### config.mk
export PLATFORM = sky130hd
export DESIGN_NAME = rvdec_top
export DESIGN_NICKNAME = d
export VERILOG_FILES = /design/src/rvdec_pkg.sv /design/src/rvdec_top.sv /design/src/rvdec_skid_buffer.sv /design/src/rvdec_op_decode.sv /design/src/rvdec_func_map.sv /design/src/rvdec_imm_gen.sv
export SDC_FILE = /design/constraint.sdc
export NUM_CORES = 1
export LEC_CHECK = 0
export ABC_AREA = 1
export BUFFER_PORTS_ARGS = -buffer_cell sky130_fd_sc_hd__buf_4
export CORE_MARGIN = 3
export CORE_UTILIZATION = 51
export CTS_CLUSTER_DIAMETER = 200
export DETAILED_ROUTE_END_ITERATION = 6
export GPL_TIMING_DRIVEN = 0
export PLACE_DENSITY_LB_ADDON = 0.05
export SKIP_CTS_REPAIR_TIMING = 1
export SLEW_MARGIN = 20
export SYNTH_ARGS = -nofsm -noshare
export SYNTH_HDL_FRONTEND = slang
export SYNTH_HIERARCHICAL = 1
export SYNTH_SLANG_ARGS = --single-unit
### constraint.sdc
create_clock -name clk -period 5.3 [get_ports clk]
set_input_delay 0.53 -clock clk [delete_from_list [all_inputs] [get_ports clk]]
set_output_delay 0.53 -clock clk [all_outputs]
set_load 0.05 [all_outputs]
### src/rvdec_pkg.sv
// Decode-stage widths, opcode constants, operation enums, argument union and stage structs
`default_nettype none

package rvdec_pkg;

    localparam int UUID_W      = 16;
    localparam int NUM_WARPS   = 4;
    localparam int WID_W       = $clog2(NUM_WARPS);
    localparam int NUM_THREADS = 4;
    localparam int PC_W        = 32;
    localparam int IMM_W       = 32;
    localparam int REG_W       = 5;
    localparam int OP_W        = 4;

    // RV32I major opcodes
    localparam logic [6:0] OPC_LOAD   = 7'b000_0011;
    localparam logic [6:0] OPC_STORE  = 7'b010_0011;
    localparam logic [6:0] OPC_BRANCH = 7'b110_0011;
    localparam logic [6:0] OPC_JALR   = 7'b110_0111;
    localparam logic [6:0] OPC_JAL    = 7'b110_1111;
    localparam logic [6:0] OPC_OP_IMM = 7'b001_0011;
    localparam logic [6:0] OPC_OP     = 7'b011_0011;
    localparam logic [6:0] OPC_LUI    = 7'b011_0111;
    localparam logic [6:0] OPC_AUIPC  = 7'b001_0111;
    localparam logic [6:0] OPC_FENCE  = 7'b000_1111;
    localparam logic [6:0] OPC_SYSTEM = 7'b111_0011;
    localparam logic [6:0] OPC_EXT1   = 7'b000_1011; // custom-0 used for warp control

    typedef enum logic [1:0] {EX_ALU, EX_LSU, EX_SFU} ex_type_e;

    typedef enum logic [1:0] {ARITH, BRANCH} alu_xtype_e;

    typedef enum logic [OP_W-1:0] {
        ADD, SUB, SLL, SLT, SLTU, XOR, SRL, SRA, OR, AND, LUI, AUIPC
    } alu_op_e;

    typedef enum logic [OP_W-1:0] {
        EQ, NE, LT, GE, LTU, GEU, JAL, JALR, ECALL, EBREAK, URET, SRET, MRET
    } br_op_e;

    typedef enum logic [OP_W-1:0] {
        TMC, WSPAWN, SPLIT, JOIN, BAR, PRED, CSRRW, CSRRS, CSRRC
    } sfu_op_e;

    typedef struct packed {
        alu_xtype_e       xtype;
        logic             use_pc;
        logic             use_imm;
        logic [IMM_W-1:0] imm;
    } alu_args_t;

    typedef struct packed {
        logic [22:0] pad;
        logic        is_store;
        logic [11:0] offset;
    } lsu_args_t;

    typedef struct packed {
        logic [17:0] pad;
        logic [11:0] addr;
        logic        use_imm;
        logic [4:0]  imm;
    } csr_args_t;

    typedef struct packed {
        logic [34:0] pad;
        logic        is_neg;
    } wctl_args_t;

    // Read according to ex_type and op_type
    typedef union packed {
        alu_args_t  alu;
        lsu_args_t  lsu;
        csr_args_t  csr;
        wctl_args_t wctl;
    } op_args_u;

    typedef struct packed {
        logic [IMM_W-1:0] i;
        logic [IMM_W-1:0] s;
        logic [IMM_W-1:0] b;
        logic [IMM_W-1:0] j;
        logic [IMM_W-1:0] u;
    } imm_set_t;

    typedef struct packed {
        alu_op_e alu_op;
        br_op_e  br_op;
        br_op_e  sys_op;
    } func_ops_t;

    typedef struct packed {
        logic [UUID_W-1:0]      uuid;
        logic [WID_W-1:0]       wid;
        logic [NUM_THREADS-1:0] tmask;
        logic [PC_W-1:0]        pc;
        logic [31:0]            instr;
    } fetch_t;

    typedef struct packed {
        ex_type_e         ex_type;
        logic [OP_W-1:0]  op_type;
        op_args_u         op_args;
        logic             wb;
        logic [REG_W-1:0] rd;
        logic [REG_W-1:0] rs1;
        logic [REG_W-1:0] rs2;
    } dec_fields_t;

    typedef struct packed {
        logic [UUID_W-1:0]      uuid;
        logic [WID_W-1:0]       wid;
        logic [NUM_THREADS-1:0] tmask;
        logic [PC_W-1:0]        pc;
        dec_fields_t            fields;
    } decode_t;

    typedef struct packed {
        logic             valid;
        logic [WID_W-1:0] wid;
        logic             is_wstall;
    } sched_t;

endpackage

`default_nettype wire
### src/rvdec_top.sv
// Decode stage top level with decoder, output buffer and scheduler notice
`default_nettype none

module rvdec_top (
    input  wire                   clk,
    input  wire                   rst_n,
    input  wire                   fetch_valid,
    output logic                  fetch_ready,
    input  wire rvdec_pkg::fetch_t   fetch,
    output logic                  decode_valid,
    input  wire                   decode_ready,
    output rvdec_pkg::decode_t    decode,
    output rvdec_pkg::sched_t     sched
);
    import rvdec_pkg::*;

    imm_set_t    imm;
    func_ops_t   ops;
    dec_fields_t fields;
    decode_t     dec_in;
    logic        is_wstall;

    rvdec_imm_gen u_imm_gen (
        .instr (fetch.instr),
        .imm   (imm)
    );

    rvdec_func_map u_func_map (
        .instr (fetch.instr),
        .ops   (ops)
    );

    rvdec_op_decode u_op_decode (
        .instr     (fetch.instr),
        .imm       (imm),
        .ops       (ops),
        .fields    (fields),
        .is_wstall (is_wstall)
    );

    // Tag travels alongside the decoded fields
    assign dec_in = '{uuid: fetch.uuid, wid: fetch.wid, tmask: fetch.tmask,
                      pc: fetch.pc, fields: fields};

    rvdec_skid_buffer u_skid_buffer (
        .clk       (clk),
        .rst_n     (rst_n),
        .in_valid  (fetch_valid),
        .in_ready  (fetch_ready),
        .in_data   (dec_in),
        .out_valid (decode_valid),
        .out_ready (decode_ready),
        .out_data  (decode)
    );

    assign sched.valid     = fetch_valid && fetch_ready; // One pulse per accepted fetch
    assign sched.wid       = fetch.wid;
    assign sched.is_wstall = is_wstall;

endmodule

`default_nettype wire

### src/rvdec_skid_buffer.sv
// Two-entry valid/ready buffer for decoded instructions
`default_nettype none

module rvdec_skid_buffer (
    input  wire                  clk,
    input  wire                  rst_n,
    input  wire                  in_valid,
    output logic                 in_ready,
    input  wire rvdec_pkg::decode_t in_data,
    output logic                 out_valid,
    input  wire                  out_ready,
    output rvdec_pkg::decode_t   out_data
);
    import rvdec_pkg::*;

    decode_t    mem [2];
    logic       wr_ptr;
    logic       rd_ptr;
    logic [1:0] count;
    logic       push;
    logic       pop;

    assign in_ready  = (count != 2'd2);
    assign out_valid = (count != 2'd0);
    assign out_data  = mem[rd_ptr]; // Output straight from storage
    assign push      = in_valid && in_ready;
    assign pop       = out_valid && out_ready;

    always_ff @(posedge clk) begin
        if (push) begin
            mem[wr_ptr] <= in_data;
        end
    end

    always_ff @(posedge clk or negedge rst_n) begin
        if (!rst_n) begin
            wr_ptr <= 1'b0;
            rd_ptr <= 1'b0;
            count  <= 2'd0;
        end else begin
            if (push) wr_ptr <= ~wr_ptr;
            if (pop) rd_ptr <= ~rd_ptr;
            count <= count + {1'b0, push} - {1'b0, pop};
        end
    end

endmodule

`default_nettype wire

### src/rvdec_op_decode.sv
// Main opcode decoder producing decode fields and the warp stall flag
`default_nettype none

module rvdec_op_decode (
    input  wire [31:0]             instr,
    input  wire rvdec_pkg::imm_set_t  imm,
    input  wire rvdec_pkg::func_ops_t ops,
    output rvdec_pkg::dec_fields_t fields,
    output logic                   is_wstall
);
    import rvdec_pkg::*;

    logic [6:0]       opcode;
    logic [2:0]       funct3;
    logic [6:0]       funct7;
    logic [REG_W-1:0] rd;
    logic [REG_W-1:0] rs1;
    logic [REG_W-1:0] rs2;
    logic             use_rd;

    assign opcode = instr[6:0];
    assign funct3 = instr[14:12];
    assign funct7 = instr[31:25];
    assign rd     = instr[11:7];
    assign rs1    = instr[19:15];
    assign rs2    = instr[24:20];

    always_comb begin
        fields    = '0; // Unknown opcodes stay all zero
        use_rd    = 1'b0;
        is_wstall = 1'b0;
        case (opcode)
            OPC_OP, OPC_OP_IMM: begin
                fields.op_type = OP_W'(ops.alu_op);
                fields.op_args.alu.xtype = ARITH;
                if (opcode == OPC_OP_IMM) begin
                    fields.op_args.alu.use_imm = 1'b1;
                    fields.op_args.alu.imm = imm.i;
                end else begin
                    fields.rs2 = rs2;
                end
                use_rd     = 1'b1;
                fields.rd  = rd;
                fields.rs1 = rs1;
            end
            OPC_LUI, OPC_AUIPC: begin
                fields.op_type = (opcode == OPC_AUIPC) ? OP_W'(AUIPC) : OP_W'(LUI);
                fields.op_args.alu.xtype   = ARITH;
                fields.op_args.alu.use_pc  = (opcode == OPC_AUIPC);
                fields.op_args.alu.use_imm = 1'b1;
                fields.op_args.alu.imm     = imm.u;
                use_rd    = 1'b1;
                fields.rd = rd;
            end
            OPC_JAL, OPC_JALR: begin
                fields.op_args.alu.xtype   = BRANCH;
                fields.op_args.alu.use_imm = 1'b1;
                if (opcode == OPC_JAL) begin
                    fields.op_type = OP_W'(JAL);
                    fields.op_args.alu.use_pc = 1'b1;
                    fields.op_args.alu.imm    = imm.j;
                end else begin
                    fields.op_type = OP_W'(JALR);
                    fields.op_args.alu.imm = {{(IMM_W-12){instr[31]}}, instr[31:20]};
                    fields.rs1 = rs1;
                end
                use_rd    = 1'b1;
                fields.rd = rd;
                is_wstall = 1'b1;
            end
            OPC_BRANCH: begin
                fields.op_type = OP_W'(ops.br_op);
                fields.op_args.alu.xtype   = BRANCH;
                fields.op_args.alu.use_pc  = 1'b1;
                fields.op_args.alu.use_imm = 1'b1;
                fields.op_args.alu.imm     = imm.b;
                fields.rs1 = rs1;
                fields.rs2 = rs2;
                is_wstall  = 1'b1;
            end
            OPC_LOAD: begin
                fields.ex_type = EX_LSU;
                fields.op_type = {1'b0, funct3};
                fields.op_args.lsu.offset = instr[31:20];
                use_rd     = 1'b1;
                fields.rd  = rd;
                fields.rs1 = rs1;
            end
            OPC_STORE: begin
                fields.ex_type = EX_LSU;
                fields.op_type = {1'b1, funct3};
                fields.op_args.lsu.is_store = 1'b1;
                fields.op_args.lsu.offset   = imm.s[11:0];
                fields.rs1 = rs1;
                fields.rs2 = rs2;
            end
            OPC_FENCE: begin
                fields.ex_type = EX_LSU;
            end
            OPC_SYSTEM: begin
                use_rd    = 1'b1;
                fields.rd = rd;
                if (funct3[1:0] != 2'b00) begin
                    fields.ex_type = EX_SFU;
                    case (funct3[1:0])
                        2'b01:   fields.op_type = OP_W'(CSRRW);
                        2'b10:   fields.op_type = OP_W'(CSRRS);
                        default: fields.op_type = OP_W'(CSRRC);
                    endcase
                    fields.op_args.csr.addr    = instr[31:20];
                    fields.op_args.csr.use_imm = funct3[2];
                    if (funct3[2]) begin
                        fields.op_args.csr.imm = rs1; // zimm sits in the rs1 slot
                    end else begin
                        fields.rs1 = rs1;
                    end
                end else begin
                    // Trap and return ops go to the branch unit with PC + 4
                    fields.op_type = OP_W'(ops.sys_op);
                    fields.op_args.alu.xtype   = BRANCH;
                    fields.op_args.alu.use_pc  = 1'b1;
                    fields.op_args.alu.use_imm = 1'b1;
                    fields.op_args.alu.imm     = IMM_W'(4);
                    is_wstall = 1'b1;
                end
            end
            OPC_EXT1: begin
                if (funct7 == 7'h00 && funct3 < 3'd6) begin
                    fields.ex_type = EX_SFU;
                    fields.rs1     = rs1;
                    is_wstall      = 1'b1;
                    case (funct3)
                        3'h0: fields.op_type = OP_W'(TMC);
                        3'h1: begin
                            fields.op_type = OP_W'(WSPAWN);
                            fields.rs2 = rs2;
                        end
                        3'h2: begin
                            fields.op_type = OP_W'(SPLIT);
                            fields.op_args.wctl.is_neg = rs2[0];
                            use_rd    = 1'b1;
                            fields.rd = rd;
                        end
                        3'h3: fields.op_type = OP_W'(JOIN);
                        3'h4: begin
                            fields.op_type = OP_W'(BAR);
                            fields.rs2 = rs2;
                        end
                        default: begin
                            fields.op_type = OP_W'(PRED);
                            fields.op_args.wctl.is_neg = rd[0];
                            fields.rs2 = rs2;
                        end
                    endcase
                end
            end
            default: ;
        endcase
        fields.wb = use_rd && (fields.rd != '0); // No writes to x0
    end

endmodule

`default_nettype wire

### src/rvdec_func_map.sv
// Funct-field mapping to ALU, branch and system operation codes
`default_nettype none

module rvdec_func_map (
    input  wire [31:0]           instr,
    output rvdec_pkg::func_ops_t ops
);
    import rvdec_pkg::*;

    logic [6:0]  opcode;
    logic [2:0]  funct3;
    logic [6:0]  funct7;
    logic [11:0] sys_field;

    assign opcode    = instr[6:0];
    assign funct3    = instr[14:12];
    assign funct7    = instr[31:25];
    assign sys_field = instr[31:20];

    always_comb begin
        case (funct3)
            3'h0: ops.alu_op = (opcode[5] && funct7[5]) ? SUB : ADD; // SUB only in reg form
            3'h1: ops.alu_op = SLL;
            3'h2: ops.alu_op = SLT;
            3'h3: ops.alu_op = SLTU;
            3'h4: ops.alu_op = XOR;
            3'h5: ops.alu_op = funct7[5] ? SRA : SRL;
            3'h6: ops.alu_op = OR;
            default: ops.alu_op = AND;
        endcase
    end

    always_comb begin
        case (funct3)
            3'h1: ops.br_op = NE;
            3'h4: ops.br_op = LT;
            3'h5: ops.br_op = GE;
            3'h6: ops.br_op = LTU;
            3'h7: ops.br_op = GEU;
            default: ops.br_op = EQ; // Also the unused codes 2 and 3
        endcase
    end

    always_comb begin
        case (sys_field)
            12'h001: ops.sys_op = EBREAK;
            12'h002: ops.sys_op = URET;
            12'h102: ops.sys_op = SRET;
            12'h302: ops.sys_op = MRET;
            default: ops.sys_op = ECALL;
        endcase
    end

endmodule

`default_nettype wire

### src/rvdec_imm_gen.sv
// Immediate extraction for the I, S, B, J and U formats
`default_nettype none

module rvdec_imm_gen (
    input  wire [31:0]          instr,
    output rvdec_pkg::imm_set_t imm
);
    import rvdec_pkg::*;

    logic [2:0]  funct3;
    logic        is_sh;
    logic [11:0] s_raw;
    logic [12:0] b_raw;
    logic [20:0] j_raw;

    assign funct3 = instr[14:12];
    assign is_sh  = (funct3[1:0] == 2'b01); // SLLI / SRLI / SRAI

    assign s_raw = {instr[31:25], instr[11:7]};
    assign b_raw = {instr[31], instr[7], instr[30:25], instr[11:8], 1'b0};
    assign j_raw = {instr[31], instr[19:12], instr[20], instr[30:21], 1'b0};

    always_comb begin
        if (is_sh) begin
            imm.i = {{(IMM_W-5){1'b0}}, instr[24:20]}; // Shift amount only
        end else begin
            imm.i = {{(IMM_W-12){instr[31]}}, instr[31:20]};
        end
    end

    assign imm.s = {{(IMM_W-12){s_raw[11]}}, s_raw};
    assign imm.b = {{(IMM_W-13){b_raw[12]}}, b_raw};
    assign imm.j = {{(IMM_W-21){j_raw[20]}}, j_raw};
    assign imm.u = {{(IMM_W-32){instr[31]}}, instr[31:12], 12'b0};

endmodule

`default_nettype wire

==> impl_metrics.py, run 1 <==
metrics = {
    "floorplanning": {
        "rows": 54,
        "die_area_um2": 24800,
        "io_pins": 208,
        "die_x_um": 158,
        "initial_utilization_pct": 52.7,
        "die_y_um": 158,
        "coreArea_um2": 22200,
    },
    "clocking": {
        "numCtsBuffers": 24,
        "cts.sinks": 228,
        "cts_tree": "built",
        "cts_buffer_depth": 3,
        "clk_latency_ps": 520,
        "htreeDepth": 1,
        "root_buffer": "clkbuf_16",
        "clkTransAtPathRegs_ps": 60,
    },
    "layout": {
        "final_nets": 1607,
        "antenna_cells": 0,
        "final_common_cell": "nand2_1",
        "fin_util_pct": 65.5,
        "mostFrequentLayoutCells": "nand2_1 (550), buf_4 (352), edfxtp_1 (224)",
        "drive_above_1_share_pct": 29.3,
        "area_growth_pct": 24.3,
    },
    "worst_setup_path": {
        "worstSetupPathType": "in -> out",
        "startpoint_type": "primary input",
        "worstSetupEndpointType": "output pin",
        "crit_family": "simple AND/OR/NAND/NOR gates",
        "cp_slowest_cell": "nor2_1",
        "cp_max_fo": 38,
        "arrival_ps": 2000,
        "crit_top_cell": "buf_4",
        "critical_path.cell_chain": "buf_4 -> inv_1 -> nand2_1 -> nor2_1 -> nand2_1 -> nand3_1 -> buf_4 -> buf_4",
        "cp_data_required_time_ps": 4770,
        "cpPeakStageDelay_ps": 290,
        "path_buf_inv": 4,
    },
    "grt": {
        "grt_max_degree": 59,
        "grt_util_all_layers_pct": 22.7,
        "first_global_vias": 8358,
        "antenna_found_initial": 0,
        "grt_pass1_wl_um": 44100,
        "grt_remaining_overflow": 0,
    },
    "min_path": {
        "worstHoldPathType": "in -> reg",
    },
    "sta": {
        "skew_ps": 6.89,
        "min_period_over_period_pct": 47.8,
        "setup_violations": 0,
        "drv_slew": 0,
        "period_needed_ps": 2530,
        "maxSlewHeadroom_pct": 50.0,
        "worst_slew_pin_slew_ps": 750,
        "max_freq_mhz": 395,
        "hold_slack_ps": 193,
        "rsz0062_at_grt": "no",
        "hold_violations": 0,
    },
    "power_and_ir_drop": {
        "leakage_nw": 6.88,
        "peakVddDrop_uv": 369,
        "power_density_nw_per_um2": 545,
        "total_power_w": 0.00795,
    },
    "detailed_routing": {
        "wl_per_cell_um": 15.8,
        "drc": 0,
        "wl_met2_um": 14000,
        "wirelength_um": 28700,
        "dr_wl_met3_um": 1790,
        "top_layer": "met4",
        "drt_iter0_markers": 599,
        "final_antenna_net_count": 0,
        "drt_pass1_iterations": 5,
        "m1WireLength_um": 12200,
        "route.vias.total": 8886,
        "viasPerCell": 4.91,
    },
    "run": {
        "maxCapViolCount": 0,
    },
    "run_status": {
        "outcome": "complete, no violations",
    },
    "placement": {
        "place_congestion": 0.902,
        "portBuffers": 207,
        "dpl.hpwl_um": 20500,
    },
    "synthesis": {
        "ys_warn_count": 6,
        "avgSynthCellArea_um2": 9.31,
        "netlist_instances": 1258,
        "syn_area_um2": 11700,
    },
}
[per-layer routing]
metal	GRT usage, %	vias up
met2	39.2	264
met3	3.96	42
met4	5.45	0
met5	0	-
met1	30.0	4135
li1	-	4445
[report_power, final]
group | switching [W] | leakage, nW | internal [W]
registers | 0.0000835 | 2.18 | 0.00245
logic | 0.00277 | 4.33 | 0.00105
clock network | 0.000665 | 0.363 | 0.000928
total | 0.00352 | 6.88 | 0.00443
[registers in the layout, indices dropped and copies added (netlist names)]
register / flops
u_skid_buffer/mem: 224
u_skid_buffer/count: 2
u_skid_buffer/rd_ptr: 1
u_skid_buffer/wr_ptr: 1
[cell type report]
class | instances | area [um2]
Timing Repair Buffer | 214 | 1680
Clock inverter | 16 | 138
Clock buffer | 28 | 616
Multi-Input combinational cell | 781 | 3300
Tap cell | 280 | 350
Inverter | 79 | 304
Buffer | 183 | 1350
Fill cell | 1851 | 7660
Sequential cell | 228 | 6830
[stage by stage]
| step | instances | cell area (um2) | worst slack (ps) | TNS [ps] |
|---|---|---|---|---|
| 2_1_floorplan | 1271 | 11800 | 963 | 0 |
| 3_3_place_gp | 1758 | 13700 | -430 | -46800 |
| 3_5_place_dp | 1764 | 13800 | 2780 | 0 |
| 4_1_cts | 1808 | 14600 | 2780 | 0 |
| 5_1_grt | 1809 | 14600 | 2660 | 0 |
| 6_report | 1809 | 14600 | 2770 | 0 |
[worst register-to-register path: stages, from the launching register on]
cell	delay [ps]
dfrtp_1	400
nand2_1	130
nand2_1	150
nor2_4	460
buf_12	270
buf_12	230
[path summary, 6_finish.rpt]
path                                        start                  endpoint  slack [ps]  depth (start not counted)
max                                     fetch[31]                  sched[0]        2770                          8
min                                     fetch[34]  u_skid_buffer/mem[1][60]         190                          1
max reg2reg                u_skid_buffer/count[1]  u_skid_buffer/mem[1][49]        3360                          5
min reg2reg                  u_skid_buffer/wr_ptr      u_skid_buffer/wr_ptr         500                          2
max in group asynchronous                   rst_n    u_skid_buffer/count[1]        4860                          2
min in group asynchronous                   rst_n    u_skid_buffer/count[0]         340                          2
No activity file was read; power rests on OpenSTA's default activity.
==> run 2: changes to the inputs <==
Settings changed: CORE_UTILIZATION 51 to 57.
Clock period 5.3 ns to 2.6 ns, I/O delays scaled along.
==> impl_metrics.py, run 2 (same netlist as run 1, synthesis figures left out) <==
metrics = {
    "layout": {
        "final_common_cell": "nand2_1",
        "largest_reg_flops": 224,
        "final_nets": 1664,
        "fillCellCount": 1363,
        "fin_cells": 1850,
        "top_regs": "u_skid_buffer/mem x224, u_skid_buffer/count x2",
        "area_growth_pct": 29.6,
        "antenna_cells": 0,
        "largest_register": "u_skid_buffer/mem",
        "mostFrequentLayoutCells": "nand2_1 (548), buf_4 (352), edfxtp_1 (224)",
        "fin_area_um2": 15200,
        "drive_above_1_share_pct": 28.5,
        "fin_util_pct": 76.5,
    },
    "run_status": {
        "outcome": "finished, violations left",
        "violations": "hold timing",
    },
    "sta": {
        "period_needed_ps": 2100,
        "hold_slack_ps": -3.03,
        "hold_violations": 1,
        "rsz0062_at_grt": "no",
        "drv_slew": 0,
        "min_period_over_period_pct": 80.9,
        "skew_ps": 11.6,
        "setup_violations": 0,
        "worst_slew_pin_slew_ps": 729,
        "maxSlewHeadroom_pct": 51.3,
        "max_freq_mhz": 475,
    },
    "grt": {
        "grt_max_degree": 39,
        "grt_remaining_overflow": 0,
        "grt_util_all_layers_pct": 24.6,
        "antenna_found_initial": 0,
        "grt_pass1_wl_um": 42700,
        "first_global_vias": 8212,
    },
    "detailed_routing": {
        "drt_iter0_markers": 733,
        "drc": 0,
        "drt_pass1_iterations": 5,
        "wirelength_um": 29400,
        "route.vias.total": 9140,
        "final_antenna_net_count": 0,
        "viasPerCell": 4.94,
        "wl_per_cell_um": 15.9,
    },
    "worst_setup_path": {
        "worstSetupEndpointType": "output pin",
        "startpoint_type": "flip-flop",
        "arrival_ps": 1840,
        "cpPeakStageDelay_ps": 370,
        "cp_slowest_cell": "dfrtp_1",
        "critical_path.cell_chain": "buf_4 -> inv_4 -> buf_6 -> buf_6 -> nand2_1 -> nand2_1 -> buf_4",
        "cp_data_required_time_ps": 2340,
        "worstSetupPathType": "reg -> out",
        "cp_max_fo": 10,
    },
    "floorplanning": {
        "initial_utilization_pct": 59.0,
        "die_y_um": 149,
        "die_x_um": 149,
        "rows": 51,
        "io_pins": 208,
        "die_area_um2": 22300,
        "coreArea_um2": 19800,
    },
    "clocking": {
        "cts_tree": "built",
        "cts.sinks": 228,
        "cts_buffer_depth": 3,
        "htreeDepth": 1,
        "clkTransAtPathRegs_ps": 60,
        "clk_latency_ps": 510,
        "root_buffer": "clkbuf_16",
        "numCtsBuffers": 24,
    },
    "power_and_ir_drop": {
        "peakVddDrop_uv": 638,
        "internal-power_w": 0.00919,
        "leakage_nw": 7.13,
        "power_density_nw_per_um2": 1080,
        "switchingPower_w": 0.00723,
        "pwr-share-clk_pct": 19.4,
        "switching_share_pct": 44.0,
        "power_frac_seq_pct": 31.5,
        "total_power_w": 0.0164,
        "pwr-share-comb_pct": 49.0,
    },
    "placement": {
        "place_congestion": 0.977,
        "portBuffers": 207,
        "placed_area_um2": 13900,
        "dpl.hpwl_um": 20300,
        "placedCellCount": 1752,
    },
    "min_path": {
        "worstHoldPathType": "in -> reg",
    },
    "run": {
        "maxCapViolCount": 0,
    },
}
==> run 2: worst paths after layout <==
kind | start | to | slack [ps] | cells past startpoint
max | u_skid_buffer/rd_ptr | decode[49] | 500 | 7
min | decode_ready | u_skid_buffer/rd_ptr | -3 | 3
max reg2reg | u_skid_buffer/count[0] | u_skid_buffer/mem[0][27] | 530 | 7
min reg2reg | u_skid_buffer/wr_ptr | u_skid_buffer/wr_ptr | 500 | 2
max in group asynchronous | rst_n | u_skid_buffer/count[1] | 2400 | 2
min in group asynchronous | rst_n | u_skid_buffer/wr_ptr | 100 | 2
==> run 2: final cells by class <==
type / instances / area, um2 / share of cell area (%)
flip-flops and latches: 228 / 6830 / 44.9
plain buffers: 183 / 1350 / 8.86
multi-input cells: 781 / 3340 / 22.0
well taps: 265 / 332 / 2.18
clock buffers: 36 / 646 / 4.25
inverters: 79 / 303 / 1.99
repair buffers: 271 / 2300 / 15.1
clock inverters: 7 / 95.1 / 0.626
==> run 2: power by group through the flow <==
stage / Clock [W] / Combinational, W / Sequential, W
after floorplan: 0 / 0.00536 / 0.00526
after global placement: 0 / 0.00769 / 0.00531
after detailed placement: 0 / 0.00797 / 0.00524
after CTS: 0.00323 / 0.00801 / 0.00517
after global routing: 0.00339 / 0.00850 / 0.00524
final: 0.00319 / 0.00805 / 0.00518
==> run 2: through the flow <==
step / hold WS [ps] / setup slack (ps) / TNS (ps)
after floorplan: -35.6 / -141 / -28540
after global routing: 9.15 / 412 / 0
after CTS: -489 / 473 / 0
after global placement: 59.3 / -1040 / -224880
final: -3.03 / 496 / 0
after detailed placement: 60.4 / 526 / 0
==> run 2: routing by layer <==
layer	vias to the layer above	GRT usage, %	wire length, um
met4	0	9.02	996
met3	68	4.10	2130
met5	-	0	0
li1	4551	-	-
met1	4152	32.3	11700
met2	369	41.7	14600
==> run 2: critical path, delay by kind of cell (launching register included) <==
kind                   cells  cell delay, ps
buffers and inverters      5             800
AND/OR/NAND/NOR            2             140
flip-flops                 1             370
==> run 3: changes to the inputs <==
Settings changed: ABC_AREA 1 to 0.
Clock period 2.6 ns to 2.2 ns, I/O delays scaled along.
==> impl_metrics.py, run 3 <==
metrics = {
    "layout": {
        "drive_above_1_share_pct": 47.2,
        "multi_input_area_um2": 4030,
        "top_regs": "u_skid_buffer/mem x224, u_skid_buffer/count x2",
        "largest_register": "u_skid_buffer/mem",
        "area_growth_pct": 28.2,
        "final_common_cell": "buf_4",
        "largest_reg_flops": 224,
        "seq_area_um2": 6830,
        "mostFrequentLayoutCells": "buf_4 (348), edfxtp_1 (224), mux2_4 (70)",
        "final_nets": 1290,
        "fillCellCount": 1339,
    },
    "clocking": {
        "numCtsBuffers": 24,
        "root_buffer": "clkbuf_16",
        "cts_buffer_depth": 3,
        "cts.sinks": 228,
        "clkTransAtPathRegs_ps": 60,
        "clk_latency_ps": 500,
        "htreeDepth": 1,
        "cts_tree": "built",
    },
    "power_and_ir_drop": {
        "total_power_w": 0.0191,
        "power_density_nw_per_um2": 1220,
        "peakVddDrop_uv": 675,
        "leakage_nw": 6.42,
    },
    "detailed_routing": {
        "wirelength_um": 30500,
        "wl_per_cell_um": 20.6,
        "route.vias.total": 8282,
        "final_antenna_net_count": 0,
        "drc": 0,
        "wl_met2_um": 15400,
        "drt_pass1_iterations": 5,
        "dr_wl_met3_um": 1810,
        "m1WireLength_um": 12400,
        "top_layer": "met4",
        "viasPerCell": 5.60,
        "drt_iter0_markers": 616,
    },
    "synthesis": {
        "syn_area_um2": 12200,
        "ys_warn_count": 6,
        "avgSynthCellArea_um2": 13.8,
        "netlist_instances": 884,
    },
    "grt": {
        "grt_remaining_overflow": 0,
        "grt_pass1_wl_um": 44200,
        "antenna_found_initial": 1,
        "first_global_vias": 7921,
        "grt_max_degree": 48,
        "grt_util_all_layers_pct": 23.7,
    },
    "worst_setup_path": {
        "reg2reg_slack_ps": 90,
        "crit_start": "fetch[30]",
        "cp_max_fo": 11,
        "crit_top_cell": "buf_4",
        "worstSetupPathType": "in -> out",
        "worstSetupEndpointType": "output pin",
        "critical_path.cell_chain": "buf_4 -> or4_4 -> nor4_4 -> buf_4 -> nand3_4 -> nand2_1 -> buf_4 -> buf_4",
        "cpPeakStageDelay_ps": 560,
        "startpoint_type": "primary input",
        "cp_slowest_cell": "or4_4",
        "r2r_start": "u_skid_buffer/count[1]",
        "crit_end": "sched[0]",
        "cp_data_required_time_ps": 1980,
        "timing.rr.end": "u_skid_buffer/mem[0][60]",
        "rr_worst_depth": 6,
        "arrival_ps": 1890,
    },
    "placement": {
        "dpl.hpwl_um": 20000,
        "portBuffers": 206,
        "place_worst_setup_slack_ps": -208,
        "place_congestion": 0.938,
    },
    "sta": {
        "hold_violations": 0,
        "timing.final.ws_setup_ps": 90.5,
        "period_needed_ps": 2110,
        "skew_ps": 11.5,
        "max_freq_mhz": 474,
        "hold_slack_ps": 50.6,
        "maxSlewHeadroom_pct": 47.2,
        "drv_slew": 0,
        "worst_slew_pin_slew_ps": 792,
        "setup_violations": 0,
        "min_period_over_period_pct": 95.9,
        "tns_ps": 0,
    },
    "run_status": {
        "outcome": "complete, no violations",
    },
    "floorplanning": {
        "die_x_um": 152,
        "die_y_um": 152,
        "initial_utilization_pct": 59.1,
        "die_area_um2": 23200,
        "coreArea_um2": 20600,
        "rows": 52,
        "io_pins": 208,
    },
    "min_path": {
        "worstHoldPathType": "in -> reg",
    },
    "run": {
        "maxCapViolCount": 0,
    },
}
==> run 3: layer usage <==
layer,GRT usage (%),vias up
li1,-,3830
met1,32.0,4015
met2,40.7,359
met3,3.07,78
met4,6.85,0
met5,0,-
==> run 3: through the flow <==
stage | utilization (%) | cells | instance area (um2)
floorplan | - | 897 | 12300
global placement | 68.6 | 1373 | 14100
detailed placement | 69.5 | 1380 | 14300
CTS | 72.9 | 1421 | 15000
global route | 75.8 | 1480 | 15600
finish | 75.8 | 1480 | 15600
==> run 3: how the worst min path moves through the flow <==
stage	from	endpoint	slack, ps	depth (start not counted)
final	fetch_valid	u_skid_buffer/wr_ptr	50	3
after global routing	fetch_valid	u_skid_buffer/wr_ptr	40	3
after CTS	rst_n	u_skid_buffer/count[0]	-510	1
after detailed placement	rst_n	u_skid_buffer/count[0]	20	1
after global placement	rst_n	u_skid_buffer/wr_ptr	20	1
after floorplan	rst_n	u_skid_buffer/count[0]	-80	0
==> run 3: where the power goes <==
group          switching [W]  total, W  internal [W]
Sequential          0.000266   0.00618       0.00592
Combinational        0.00585   0.00932       0.00347
Clock                0.00154   0.00361       0.00207
Total                0.00765    0.0191        0.0115
==> run 3: critical path: cells and delay by family <==
kind	cells	cell delay, ps
buf+inv	4	640
simple gates	4	1020
==> run 3: cell type report <==
type | count | area share, %
Sequential cell | 228 | 43.7
Multi-Input combinational cell | 467 | 25.8
Clock inverter | 9 | 0.288
Timing Repair Buffer | 271 | 14.8
Tap cell | 270 | 2.16
Antenna cell | 1 | 0.0160
Clock buffer | 32 | 4.17
Buffer | 193 | 8.90
Inverter | 9 | 0.216
